$ cat config.mk
export PLATFORM = sky130hd
export DESIGN_NAME = uba
export DESIGN_NICKNAME = d
export VERILOG_FILES = /design/src/hw/ubaPkg.sv /design/src/hw/ubaTimeout.sv /design/src/hw/ubaDecode.sv /design/src/hw/ubaExecute.sv /design/src/hw/ubaResult.sv /design/src/hw/uba.sv
export VERILOG_INCLUDE_DIRS = /design/src /design/src/hw
export SDC_FILE = /design/constraint.sdc
export NUM_CORES = 1
export LEC_CHECK = 0
export BUFFER_PORTS_ARGS = -buffer_cell sky130_fd_sc_hd__buf_2
export CAP_MARGIN = 20
export CORE_MARGIN = 2
export CORE_UTILIZATION = 30
export CTS_BUF_LIST = sky130_fd_sc_hd__clkbuf_16
export DETAILED_ROUTE_END_ITERATION = 6
export GPL_TIMING_DRIVEN = 0
export SYNTH_ARGS = -nofsm -noshare
export SYNTH_HDL_FRONTEND = slang
export SYNTH_SLANG_ARGS = --single-unit
$ cat constraint.sdc
create_clock -name clk -period 2.9 [get_ports clk]
set_clock_uncertainty 0.15 [all_clocks]
set_input_delay 0.58 -clock clk [delete_from_list [all_inputs] [get_ports clk]]
set_output_delay 0.58 -clock clk [all_outputs]
set_load 0.02 [all_outputs]
$ cat src/hw/uba_settings.svh
/*
   Build settings for the Unibus adapter.
   UBA_TIMEOUT must stay within 2..15 to fit the 4-bit timeout counter.
*/
`ifndef UBA_SETTINGS_SVH
`define UBA_SETTINGS_SVH

// Device number and status register address
`define UBA_DEVICE      4'd3
`define UBA_STATUS_ADDR 18'o763100
// Unibus cycles allowed before a forced end
`define UBA_TIMEOUT     12

// Word widths
`define UBA_WORD        36
`define UBA_UNI_ADDR    18
`define UBA_UNI_DATA    16

// CPU address word layout
`define UBA_RDFLAG      35
`define UBA_WRFLAG      34
`define UBA_IOFLAG      33
`define UBA_DEV_HI      21
`define UBA_DEV_LO      18
`define UBA_ADDR_HI     17
`define UBA_ADDR_LO     0

`endif

$ cat src/hw/ubaPkg.sv
/*
   Shared types for the Unibus adapter.
   The data word is read as a status layout or as a Unibus layout.
   Bit 35 of the status view is internal and never reaches busDATAO.
*/
`include "uba_settings.svh"

package ubaPkg;

   ////////////////////
   // Decoded command
   ////////////////////
   typedef enum logic [2:0]
   {
      cmdNone,
      cmdStatRd,
      cmdStatWr,
      cmdUniRd,
      cmdUniWr
   } ubaCmd_t;

   ////////////////////
   // Data word views
   ////////////////////

   // Status register layout
   typedef struct packed
   {
      // Execute marks a local status read here
      logic        statSel;
      logic [16:0] rsvdHi;
      // Timeout, write one to clear
      logic        tmo;
      logic [9:0]  rsvdMid;
      logic        intEnable;
      logic [5:0]  rsvdLo;
   } ubaStat_t;

   // Unibus data layout, 16 bits in the low end
   typedef struct packed
   {
      logic [`UBA_WORD-`UBA_UNI_DATA-1:0] rsvd;
      logic [`UBA_UNI_DATA-1:0]           data;
   } ubaUni_t;

   typedef union packed
   {
      ubaStat_t stat;
      ubaUni_t  uni;
   } ubaWord_t;

endpackage

$ cat src/hw/ubaTimeout.sv
/*
   Unibus acknowledge monitor.
   Loads UBA_TIMEOUT on start; expired is high while the count is one.
   An ack in the same cycle as start is not seen.
*/
`timescale 1ns/1ps
`include "uba_settings.svh"

module ubaTimeout
(
   input  logic clk,
   input  logic rst,
   input  logic start,
   input  logic ack,
   output logic expired
);

   logic [3:0] count;

   ////////////////////
   // Down-counter
   ////////////////////
   always_ff @(posedge clk or posedge rst)
   begin
      if (rst)
         count <= '0;
      else if (start)
         count <= 4'(`UBA_TIMEOUT);
      // Acked transfer, monitor goes idle
      else if (ack)
         count <= '0;
      else if (count != '0)
         count <= count - 4'd1;
   end

   // Last cycle of the allowed window
   assign expired = (count == 4'd1);

endmodule

$ cat src/hw/ubaDecode.sv
/*
   CPU request decode.
   One request at a time; requests while busy are dropped.
   Both or neither direction flag set means the request is ignored.
*/
`timescale 1ns/1ps
`include "uba_settings.svh"

module ubaDecode
(
   input  logic                      clk,
   input  logic                      rst,
   input  logic                      busREQI,
   input  logic [`UBA_WORD-1:0]      busADDRI,
   input  logic [`UBA_WORD-1:0]      busDATAI,
   input  logic                      busy,
   output ubaPkg::ubaCmd_t           cmd,
   output logic [`UBA_UNI_ADDR-1:0]  cmdAddr,
   output ubaPkg::ubaWord_t          cmdData
);

   logic                     rdFlag;
   logic                     wrFlag;
   logic                     ioFlag;
   logic                     devHit;
   logic                     statHit;
   logic                     accept;
   logic [`UBA_UNI_ADDR-1:0] ioAddr;
   ubaPkg::ubaCmd_t          nextCmd;

   ////////////////////
   // Address fields
   ////////////////////
   assign rdFlag  = busADDRI[`UBA_RDFLAG];
   assign wrFlag  = busADDRI[`UBA_WRFLAG];
   assign ioFlag  = busADDRI[`UBA_IOFLAG];
   assign ioAddr  = busADDRI[`UBA_ADDR_HI:`UBA_ADDR_LO];
   assign devHit  = (busADDRI[`UBA_DEV_HI:`UBA_DEV_LO] == `UBA_DEVICE);
   assign statHit = (ioAddr == `UBA_STATUS_ADDR);

   // I/O request for this device, exactly one direction
   assign accept = busREQI & ~busy & ioFlag & devHit & (rdFlag ^ wrFlag);

   ////////////////////
   // Classification
   ////////////////////
   always_comb
   begin
      nextCmd = ubaPkg::cmdNone;
      if (accept)
      begin
         if (statHit)
            nextCmd = rdFlag ? ubaPkg::cmdStatRd : ubaPkg::cmdStatWr;
         else
            nextCmd = rdFlag ? ubaPkg::cmdUniRd : ubaPkg::cmdUniWr;
      end
   end

   // Command pulse, one cycle after the strobe
   always_ff @(posedge clk or posedge rst)
   begin
      if (rst)
         cmd <= ubaPkg::cmdNone;
      else
         cmd <= nextCmd;
   end

   // Address and data ride along with the command
   always_ff @(posedge clk)
   begin
      if (accept)
      begin
         cmdAddr <= ioAddr;
         cmdData <= busDATAI;
      end
   end

endmodule

$ cat src/hw/ubaExecute.sv
/*
   Command execution: status register and Unibus transfers.
   One Unibus transfer is open at a time; busy covers it.
   Status reads return only a marker, result fills in the live bits.
*/
`timescale 1ns/1ps
`include "uba_settings.svh"

module ubaExecute
(
   input  logic                      clk,
   input  logic                      rst,
   input  ubaPkg::ubaCmd_t           cmd,
   input  logic [`UBA_UNI_ADDR-1:0]  cmdAddr,
   input  ubaPkg::ubaWord_t          cmdData,
   input  logic                      uniACKI,
   input  logic [`UBA_UNI_DATA-1:0]  uniDATAI,
   output logic                      uniREQO,
   output logic                      uniWRO,
   output logic [`UBA_UNI_ADDR-1:0]  uniADDRO,
   output logic [`UBA_UNI_DATA-1:0]  uniDATAO,
   output logic                      busy,
   output logic                      done,
   output logic [`UBA_WORD-1:0]      doneData,
   output logic                      tmo,
   output logic                      intEnable
);

   logic             uniCmd;
   logic             statCmd;
   logic             uniAck;
   logic             expired;
   logic             uniEnd;
   ubaPkg::ubaWord_t result;

   assign uniCmd  = (cmd == ubaPkg::cmdUniRd) | (cmd == ubaPkg::cmdUniWr);
   assign statCmd = (cmd == ubaPkg::cmdStatRd) | (cmd == ubaPkg::cmdStatWr);
   // Only acks for an open transfer count
   assign uniAck  = uniREQO & uniACKI;
   // Ack or timeout closes the transfer
   assign uniEnd  = uniAck | (uniREQO & expired);
   assign busy    = uniREQO;

   ubaTimeout u_timeout
   (
      .clk     (clk),
      .rst     (rst),
      .start   (uniCmd),
      .ack     (uniAck),
      .expired (expired)
   );

   ////////////////////
   // Unibus request
   ////////////////////
   always_ff @(posedge clk or posedge rst)
   begin
      if (rst)
      begin
         uniREQO <= 1'b0;
         uniWRO  <= 1'b0;
      end
      else if (uniCmd)
      begin
         uniREQO <= 1'b1;
         uniWRO  <= (cmd == ubaPkg::cmdUniWr);
      end
      else if (uniEnd)
         uniREQO <= 1'b0;
   end

   // Held stable for the whole transfer
   always_ff @(posedge clk)
   begin
      if (uniCmd)
      begin
         uniADDRO <= cmdAddr;
         uniDATAO <= cmdData.uni.data;
      end
   end

   ////////////////////
   // Status register
   ////////////////////
   always_ff @(posedge clk or posedge rst)
   begin
      if (rst)
      begin
         tmo       <= 1'b0;
         intEnable <= 1'b0;
      end
      // Missing ack, ack in the last cycle still wins
      else if (uniREQO & expired & ~uniACKI)
         tmo <= 1'b1;
      else if (cmd == ubaPkg::cmdStatWr)
      begin
         tmo       <= tmo & ~cmdData.stat.tmo;
         intEnable <= cmdData.stat.intEnable;
      end
   end

   ////////////////////
   // Completion
   ////////////////////
   assign done = statCmd | uniEnd;

   always_comb
   begin
      result = '0;
      if (cmd == ubaPkg::cmdStatRd)
         result.stat.statSel = 1'b1;
      // Read data zero-extended, timeouts stay zero
      else if (uniAck & ~uniWRO)
         result.uni.data = uniDATAI;
      doneData = result;
   end

endmodule

$ cat src/hw/ubaResult.sv
/*
   CPU acknowledge and read data.
   busDATAO is zero outside the busACKO cycle.
   Status reads show the register as it stands in the ack cycle.
*/
`timescale 1ns/1ps
`include "uba_settings.svh"

module ubaResult
(
   input  logic                 clk,
   input  logic                 rst,
   input  logic                 done,
   input  logic [`UBA_WORD-1:0] doneData,
   input  logic                 tmo,
   input  logic                 intEnable,
   output logic                 busACKO,
   output logic [`UBA_WORD-1:0] busDATAO,
   output logic                 intrO
);

   ubaPkg::ubaWord_t dataReg;
   ubaPkg::ubaWord_t ackWord;

   ////////////////////
   // Ack and interrupt
   ////////////////////
   always_ff @(posedge clk or posedge rst)
   begin
      if (rst)
      begin
         busACKO <= 1'b0;
         intrO   <= 1'b0;
      end
      else
      begin
         busACKO <= done;
         intrO   <= tmo & intEnable;
      end
   end

   // Read word lines up with busACKO
   always_ff @(posedge clk)
   begin
      if (done)
         dataReg <= doneData;
   end

   ////////////////////
   // Data out
   ////////////////////
   always_comb
   begin
      ackWord = dataReg;
      // Local status read, swap the marker for live bits
      if (dataReg.stat.statSel)
      begin
         ackWord.stat.statSel   = 1'b0;
         ackWord.stat.tmo       = tmo;
         ackWord.stat.intEnable = intEnable;
      end
      busDATAO = busACKO ? ackWord : '0;
   end

endmodule

$ cat src/hw/uba.sv
/*
   Unibus adapter top: decode, execute, result.
   Memory requests and other device numbers get no acknowledge.
*/
`timescale 1ns/1ps
`include "uba_settings.svh"

module uba
(
   input  logic                      clk,
   input  logic                      rst,
   // CPU bus
   input  logic                      busREQI,
   input  logic [`UBA_WORD-1:0]      busADDRI,
   input  logic [`UBA_WORD-1:0]      busDATAI,
   output logic                      busACKO,
   output logic [`UBA_WORD-1:0]      busDATAO,
   // Unibus
   output logic                      uniREQO,
   output logic                      uniWRO,
   output logic [`UBA_UNI_ADDR-1:0]  uniADDRO,
   output logic [`UBA_UNI_DATA-1:0]  uniDATAO,
   input  logic                      uniACKI,
   input  logic [`UBA_UNI_DATA-1:0]  uniDATAI,
   // Interrupt
   output logic                      intrO
);

   ubaPkg::ubaCmd_t          cmd;
   logic [`UBA_UNI_ADDR-1:0] cmdAddr;
   ubaPkg::ubaWord_t         cmdData;
   logic                     busy;
   logic                     done;
   logic [`UBA_WORD-1:0]     doneData;
   logic                     tmo;
   logic                     intEnable;

   ubaDecode u_decode
   (
      .clk      (clk),
      .rst      (rst),
      .busREQI  (busREQI),
      .busADDRI (busADDRI),
      .busDATAI (busDATAI),
      .busy     (busy),
      .cmd      (cmd),
      .cmdAddr  (cmdAddr),
      .cmdData  (cmdData)
   );

   ubaExecute u_execute
   (
      .clk       (clk),
      .rst       (rst),
      .cmd       (cmd),
      .cmdAddr   (cmdAddr),
      .cmdData   (cmdData),
      .uniACKI   (uniACKI),
      .uniDATAI  (uniDATAI),
      .uniREQO   (uniREQO),
      .uniWRO    (uniWRO),
      .uniADDRO  (uniADDRO),
      .uniDATAO  (uniDATAO),
      .busy      (busy),
      .done      (done),
      .doneData  (doneData),
      .tmo       (tmo),
      .intEnable (intEnable)
   );

   ubaResult u_result
   (
      .clk       (clk),
      .rst       (rst),
      .done      (done),
      .doneData  (doneData),
      .tmo       (tmo),
      .intEnable (intEnable),
      .busACKO   (busACKO),
      .busDATAO  (busDATAO),
      .intrO     (intrO)
   );

endmodule

# After elaboration in Yosys (flattened, before gate mapping)
# Index checks and enable logic that the tools add are counted.
dict set report word_totals {
  regBits 100
  latch_bits 0
  ram_bits 0
  romBits 0
  in_bits 92
  out_inout_bits 74
  wordCells 64
  memories 0
}
dict set report classes {
  n_addsub 1
  multipliers 0
  div 0
  order_cmp 0
  eq_ne 7
  shifts 0
  muxes 15
  bitwise 21
  reduce_logical 6
}
# cell count
set ops {}
lappend ops {{$eq A18 B18 Y1 const B} 1}
lappend ops {{$mux W18} 1}
lappend ops {{$mux W4} 3}
lappend ops {{$and A1 B1 Y1} 10}
lappend ops {{$mux W3} 3}
lappend ops {{$mux W1} 7}
lappend ops {{$eq A3 B2 Y1 const B} 2}
lappend ops {{$not A1 Y1} 6}
lappend ops {{$eq A4 B1 Y1 const B} 1}
lappend ops {{$eq A4 B2 Y1 const B} 1}
lappend ops {{$or A1 B1 Y1} 4}
lappend ops {{$reduce_bool A2 Y1} 2}
lappend ops {{$reduce_bool A4 Y1} 1}
lappend ops {{$sub A4 B1 Y4 const B} 1}
lappend ops {{$eq A3 B1 Y1 const B} 1}
lappend ops {{$eq A3 B3 Y1 const B} 1}
lappend ops {{$reduce_bool A3 Y1} 1}
lappend ops {{$mux W2} 1}
lappend ops {{$reduce_and A2 Y1} 1}
lappend ops {{$reduce_or A2 Y1} 1}
lappend ops {{$xor A1 B1 Y1} 1}

# Depth between registers and ports, before layout
# Gate-level depths: netlist (run 1).
dict set report depth {
  word_depth 6
  mapped_depth 5
}

# Modules after synthesis
# From an unflattened synthesis (run 1), not the netlist that was laid out.
dict set report hier_totals {
  hier_cells 276
  hier_area_um2 5017.3
}
# mod instances cells_each area_per_inst_um2 seq_area_each_um2
set modules_own_cells {}
lappend modules_own_cells {ubaDecode 1 75 1829.3 1696.6}
lappend modules_own_cells {ubaExecute 1 97 1545.2 1121.1}
lappend modules_own_cells {ubaResult 1 82 1406.3 1131.1}
lappend modules_own_cells {ubaTimeout 1 22 236.5 100.1}

# Worst setup path before layout (run 1)
# OpenSTA, ideal clock, no wires.
dict set report synth_timing {
  path_type {input-to-reg}
  from {in busADDRI[20]}
  to {reg u_decode.cmdAddr[0], enable pin}
  setup_ns 0.451
  t_arrival_ns 2.888
  t_required_ns 2.299
  path_slack_ns -0.588
  path_stages 2
  n_path_buf 0
  path_cell_list {nand4bb_1 -> nor4_2}
}
dict set report synth_between {
  elab_chain_cells 3
}
# element line
set synth_rtl {}
lappend synth_rtl {{start, declared} uba.sv:14} ;# input logic [`UBA_WORD-1:0] busADDRI,
lappend synth_rtl {{$eq A4 B2 Y1 (no line)} --}
lappend synth_rtl {{$and A1 B1 Y1 (2 in series)} ubaDecode.sv:42} ;# assign accept = busREQI & ~busy & ioFlag & devHit & (rdFlag ^ wrFlag);
lappend synth_rtl {{net u_decode.accept} ubaDecode.sv:27} ;# logic accept;
lappend synth_rtl {{end signal, assigned} ubaDecode.sv:73} ;# cmdAddr <= ioAddr;
lappend synth_rtl {{end, declared} ubaDecode.sv:18} ;# output logic [`UBA_UNI_ADDR-1:0] cmdAddr,
# The timed path passes the listed nets, and every way through them passes these cells.
# A chain may end at the register's enable or synchronous reset.

# Final worst setup path (run 1)
dict set report layout_timing {
  from {in busADDRI[20]}
  to {reg u_decode.cmdAddr[16], enable pin}
}
# Same word-level chain as after synthesis.

==> out/metrics.cfg, run 1 <==
[worst_setup_path]
crit_type=in2reg
max_stage_delay_ns=0.65
path_cells=buf_2 -> nand4bb_1 -> nor4_4 -> buf_8 -> buf_6
crit_path_start_kind=primary input
rr_startpoint=u_execute.busy
critPathSlowestCell=nor4_4
critical_path.max_fanout=16
rr_worst_depth=3
end_kind=flip-flop
arrival_ns=2.05
rrSetupSlack_ns=0.83
required_ns=2.79
reg2reg_to=u_decode.cmdAddr[16]

[synth]
syn_avg_cell_area_um2=17.6
yosysTopAreaCell=edfxtp_1
synth-seq-area-share=0.777
async_flop_share=0.131
synth_area_leaders=edfxtp_1 69%, dfrtp_1 8.7%, buf_4 3.8%
ys_warn_count=0
ys_ff_latch=99
synth_top_area_share=0.690
synth_edf_count=86
synthCells=213
synth_area_um2=3740
ys_types=38
synth_most_common_cell=edfxtp_1
synth_ff_type=edfxtp_1
synthTopCellsByCount=86 x edfxtp_1, 19 x buf_4, 18 x and2_1

[sta]
hold_viol=0
finalMaxSlewViolations=0
setup_ws_ns=0.744
fin_crit_ns=2.16
final.period_utilization=0.743
final-setup-viol-count=0
fmax_ghz=0.464
rsz0062_at_grt=no
tightest_slew_ns=0.892
slew_headroom=0.406
holdWs_ns=0.110

[final_layout]
final-instance-count-excl-fill=534
nFillCells=1166
post-route-util=0.410
antenna_cells=0
nNetsFinal=457
areaGrowthSynthToFinish_pct=32.8
drive_gt1_frac=0.492

[cts]
clockBufferDepth=2
htreeDepth=3
cts-root-buf=clkbuf_16
ctsHoldBuffers=0
ctsResizeCount=0
cts_tree=yes
cts_sinks=99
insertion_delay_ns=0.33
clk_pin_slew_ns=0.07
numCtsBuffers=9
cts_setup_buffers=0

[placement]
gp_congestion=0.740
preCtsSetupSlack_ns=0.335
dp_hpwl_um=5130
portBuffers=116
dp_cells=518

[detailed_routing]
avgRoutedWirePerCell_um=12.6
antenna_left=0
drtPass1Iterations=4
drc=0
drt-vias-per-instance=3.93
drt-total-wl_um=6740
vias=2096
dr.first_iter.drc_count=176

[die]
initial_core_util=0.309
ios=166
die_x_um=116
core-area_um2=12100
die-area_um2=13400
num_rows=40
fp.dieH_um=116

[job]
max_cap_violations=0

[power]
p_clk_frac=0.388
p_switching_mw=0.675
p_seq_frac=0.527
switching_share=0.220
p_int_mw=2.39
combinationalPowerShare=0.085
p_leak_nw=2.10
total_power_mw=3.07
power_density_nw_per_um2=617
vdd_drop_max_mv=0.246

[grt]
gr-max-usage-layer=met2
grt_max_degree=20
antenna_found_initial=0
grt_pass1_wl_um=10100
grt_pass1_vias=2011
overflow=0
track_usage=0.103
grt_util_met1=0.124
use_met3=0.0209
gr-usage-met2=0.168

[run_status]
status=finished clean

[hold_path]
hp-class=in2async

-- layout by cell type (no fill, tap or decap), types with 2 or more instances in the layout --
master / count
nand2b_1: 2
conb_1: 19
nor2_1: 3
clkbuf_16: 9
nor3_1: 3
dfrtp_1: 13
nand2_1: 7
nor3b_2: 2
buf_6: 2
and2_4: 10
o21ai_0: 4
and2_2: 6
xnor2_1: 5
and2_1: 18
buf_2: 116
clkinv_4: 2
inv_1: 6
edfxtp_1: 86
buf_4: 19
nor2b_1: 2
ha_1: 4
and3_1: 2
-- registers in the layout (all words and copies together), names as in the netlist --
register	flops
u_decode.cmdAddr	18
u_execute.uniADDRO	18
u_decode.cmdData	17
u_result.dataReg	17
u_execute.uniDATAO	16
u_execute.u_timeout.count	4
u_decode.cmd	3
u_execute.busy	1
u_execute.intEnable	1
u_execute.tmo	1
u_execute.uniWRO	1
u_result.busACKO	1
u_result.intrO	1
-- how the worst max path moves through the flow --
stage | from | endpoint | slack, ns | cells past startpoint
global placement | busADDRI[20] | u_decode.cmdData[7] | -0.48 | 3
finish | busADDRI[20] | u_decode.cmdAddr[16] | 0.74 | 5
CTS | busADDRI[20] | u_decode.cmdData[5] | 0.70 | 5
floorplan | busADDRI[20] | u_decode.cmdAddr[0] | 0.21 | 2
global route | busADDRI[20] | u_decode.cmdData[5] | 0.62 | 5
detailed placement | busADDRI[20] | u_decode.cmdData[7] | 0.34 | 5
-- routing by layer --
layer / vias up / wire length, um
met4: 0 / 141
met5: - / 0
met3: 8 / 382
met2: 77 / 3290
met1: 982 / 2920
li1: 1029 / -
-- worst max-delay path, delay by kind of cell --
kind | cells | cell delay (ns)
simple gates | 2 | 0.90
buf+inv | 3 | 0.56
-- per-stage QoR --
step                setup TNS (ns)  cell area (um2)
finish                           0             4970
global route                     0             4970
CTS                              0             4970
detailed placement               0             4670
global placement            -17.69             4610
floorplan                        0             3820
-- cell type report --
cell class | count | area [um2] | area share
Buffer | 21 | 158 | 0.0317
Clock buffer | 9 | 225 | 0.0453
Clock inverter | 7 | 76.3 | 0.0154
Inverter | 5 | 18.8 | 0.00378
Multi-Input combinational cell | 106 | 737 | 0.148
Sequential cell | 99 | 2910 | 0.585
Tap cell | 168 | 210 | 0.0423
Timing Repair Buffer | 119 | 634 | 0.128
-- cell families after synthesis --
| logic type | after synthesis | synth area share |
|---|---|---|
| buffers and inverters | 26 | 0.0472 |
| DFF | 99 | 0.777 |
| AOI/OAI and AO/OA | 10 | 0.0187 |
| and+or+nand+nor | 66 | 0.125 |
| xor gates and xnor gates | 5 | 0.0117 |
| other | 1 | 0.00100 |
| muxes | 2 | 0.00569 |
| adders and majority gates | 4 | 0.0134 |
-- power groups by stage --
stage / Clock, mW / Sequential (mW) / Combinational [mW]
global route: 1.28 / 1.62 / 0.292
floorplan: 0 / 1.64 / 0.186
global placement: 0 / 1.64 / 0.251
finish: 1.19 / 1.62 / 0.261
detailed placement: 0 / 1.65 / 0.265
CTS: 1.23 / 1.62 / 0.266
No activity file was read; power rests on OpenSTA's default activity.
==> run 2, diff against run 1 <==
==> constraint.sdc (replaced) <==
create_clock -name clk -period 2.21 [get_ports clk]
set_clock_uncertainty 0.15 [all_clocks]
set_input_delay 0.442 -clock clk [delete_from_list [all_inputs] [get_ports clk]]
set_output_delay 0.442 -clock clk [all_outputs]
set_load 0.02 [all_outputs]
==> run 2 against run 1 <==
Non-clock buffer count is 1 higher; first-iteration DRC count is 7.4% lower; sequential share of layout area is 0.12 points lower; clock power is 25% higher; wire length is 4.7% higher; die area stayed put; critical path type is now reg2out; largest power group unchanged.
==> out/metrics.cfg, run 2 (synthesized netlist as in run 1, its figures left out) <==
[sta]
tightest_slew_ns=0.884  ; -0.00714 ns
finalMaxSlewViolations=0  ; unchanged
slew_headroom=0.410  ; +0.00476
fmax_ghz=0.483
rsz0062_at_grt=no
final.period_utilization=0.936
final-setup-viol-count=0  ; unchanged
fin_crit_ns=2.07
hold_viol=0  ; unchanged

[power]
vdd_drop_max_mv=0.254  ; +3.2%
power_density_nw_per_um2=798  ; +29%
p_leak_nw=2.09  ; about the same
total_power_mw=3.97  ; +29%

[detailed_routing]
dr.first_iter.drc_count=163  ; -7.4%
vias=2125  ; +1.4%
drc=0  ; unchanged
avgRoutedWirePerCell_um=13.2  ; +4.5%
antenna_left=0  ; unchanged
drt-vias-per-instance=3.97  ; +1.2%
drtPass1Iterations=4  ; unchanged
drt-total-wl_um=7060  ; +4.7%

[final_layout]
layout_commonest_cell=buf_2
top_regs=u_decode.cmdAddr: 18 flops, u_execute.uniADDRO: 18 flops
antenna_cells=0  ; unchanged
areaGrowthSynthToFinish_pct=33.0
drive_gt1_frac=0.490  ; -0.00134
nFillCells=1185  ; +1.6%
final-instance-count-excl-fill=535  ; +0.19%
nNetsFinal=458  ; +0.22%
layout_common_cells=116 x buf_2, 86 x edfxtp_1, 19 x buf_4, 19 x conb_1, 18 x and2_1
fin_area_um2=4980  ; +0.20%

[placement]
portBuffers=116  ; unchanged
placed_area_um2=4680  ; +0.35%
dp_cells=518  ; unchanged
dp_hpwl_um=5470  ; +6.5%
gp_congestion=0.759  ; +2.5%

[cts]
clk_pin_slew_ns=0.06  ; about the same
cts-root-buf=clkbuf_16
clockBufferDepth=2  ; unchanged
htreeDepth=3  ; unchanged
numCtsBuffers=9  ; unchanged
insertion_delay_ns=0.34  ; about the same
cts_sinks=99  ; unchanged
cts_tree=yes

[grt]
overflow=0  ; unchanged
track_usage=0.106  ; +0.00316
grt_pass1_wl_um=10300  ; +2.7%
grt_pass1_vias=2084  ; +3.6%
grt_max_degree=20  ; unchanged
antenna_found_initial=0  ; unchanged

[worst_setup_path]
required_ns=1.62  ; -1.17 ns
end_kind=output port
path_cells=clkbuf_1 -> and2_1 -> buf_2
critPathSlowestCell=dfrtp_1
crit_path_start_kind=flip-flop
rr_worst_depth=4  ; +1
crit_type=reg2out
max_stage_delay_ns=0.50  ; -0.15 ns
critical_path.max_fanout=10  ; -6
arrival_ns=1.48  ; -0.57 ns

[die]
initial_core_util=0.309  ; unchanged
die_x_um=116  ; unchanged
fp.dieH_um=116  ; unchanged
core-area_um2=12100  ; unchanged
die-area_um2=13400  ; unchanged
ios=166  ; unchanged
num_rows=40  ; unchanged

[hold_path]
whs_path_depth=1
hp-class=in2reg

[run_status]
status=finished clean

[job]
max_cap_violations=0  ; unchanged

-- run 2: cell types whose count changed in the layout (fill, tap and decap cells not counted) --
cell	previous run	this run
clkinv_2	1	3
clkinv_4	2	0
clkinv_1	0	1
clkinvlp_4	0	1
dlygate4sd3_1	0	1
inv_6	1	0
inv_8	1	0
nand4bb_1	1	0
nand4bb_4	0	1
-- run 2: critical path: cells and delay by family, from the launching register on --
kind,cells,cell delay [ns]
AND/OR/NAND/NOR,1,0.18
flip-flops,1,0.50
buffers and inverters,2,0.47
-- run 2: cell type report --
cell class | count | area (um2) | area share
clock inverter | 7 | 60.1 | 0.0121
timing repair buffer | 120 | 644 | 0.129
buffer | 21 | 158 | 0.0317
inverter | 5 | 18.8 | 0.00377
clock buffer | 9 | 225 | 0.0452
sequential | 99 | 2910 | 0.584
tap | 168 | 210 | 0.0422
multi-input combinational | 106 | 753 | 0.151
-- run 2: report_power, final --
part           switching (mW)  leakage, nW  internal [mW]  total [mW]
clock network           0.628        0.144          0.862        1.49
registers              0.0485        0.953           2.07        2.12
logic                   0.174        0.998          0.185       0.359
-- run 2: path summary, 6_finish.rpt --
kind | start | endpoint | slack, ns
setup / recovery | u_result.busACKO | busDATAO[12] | 0.14
setup reg to reg | u_decode.cmd[2] | u_execute.uniADDRO[2] | 0.19
max in group asynchronous | rst | u_decode.cmd[0] | 1.02
hold / removal | busDATAI[3] | u_decode.cmdData[3] | 0.13
min in group asynchronous | rst | u_decode.cmd[1] | 0.54
hold reg to reg | u_decode.cmdData[15] | u_execute.uniDATAO[15] | 0.27
-- run 2: stage by stage --
stage                     setup TNS [ns]  setup WS (ns)  utilization  hold WS [ns]
after global routing                   0         0.0147        0.411         0.112
final                                  0          0.142        0.411         0.129
after detailed placement          -0.293        -0.0206        0.387         0.255
after floorplan                    -9.79         -0.269            -         0.169
after global placement            -41.24         -0.952        0.382         0.251
after CTS                              0          0.106        0.411         0.110
-- run 2: layer usage --
layer / track usage / wire length (um) / vias up / share of wire
li1: - / - / 1032 / -
met1: 0.126 / 2900 / 1003 / 0.41
met2: 0.174 / 3540 / 78 / 0.50
met3: 0.0241 / 434 / 12 / 0.061
met4: 0.0667 / 188 / 0 / 0.027
met5: 0 / 0 / - / 0
-- run 2: repair_timing --
action                                 4_1_cts  5_1_grt
gates resized for setup                      0        0
endpoints found under the hold margin       13        0
setup buffers                                0        0
hold buffers                                 1        0
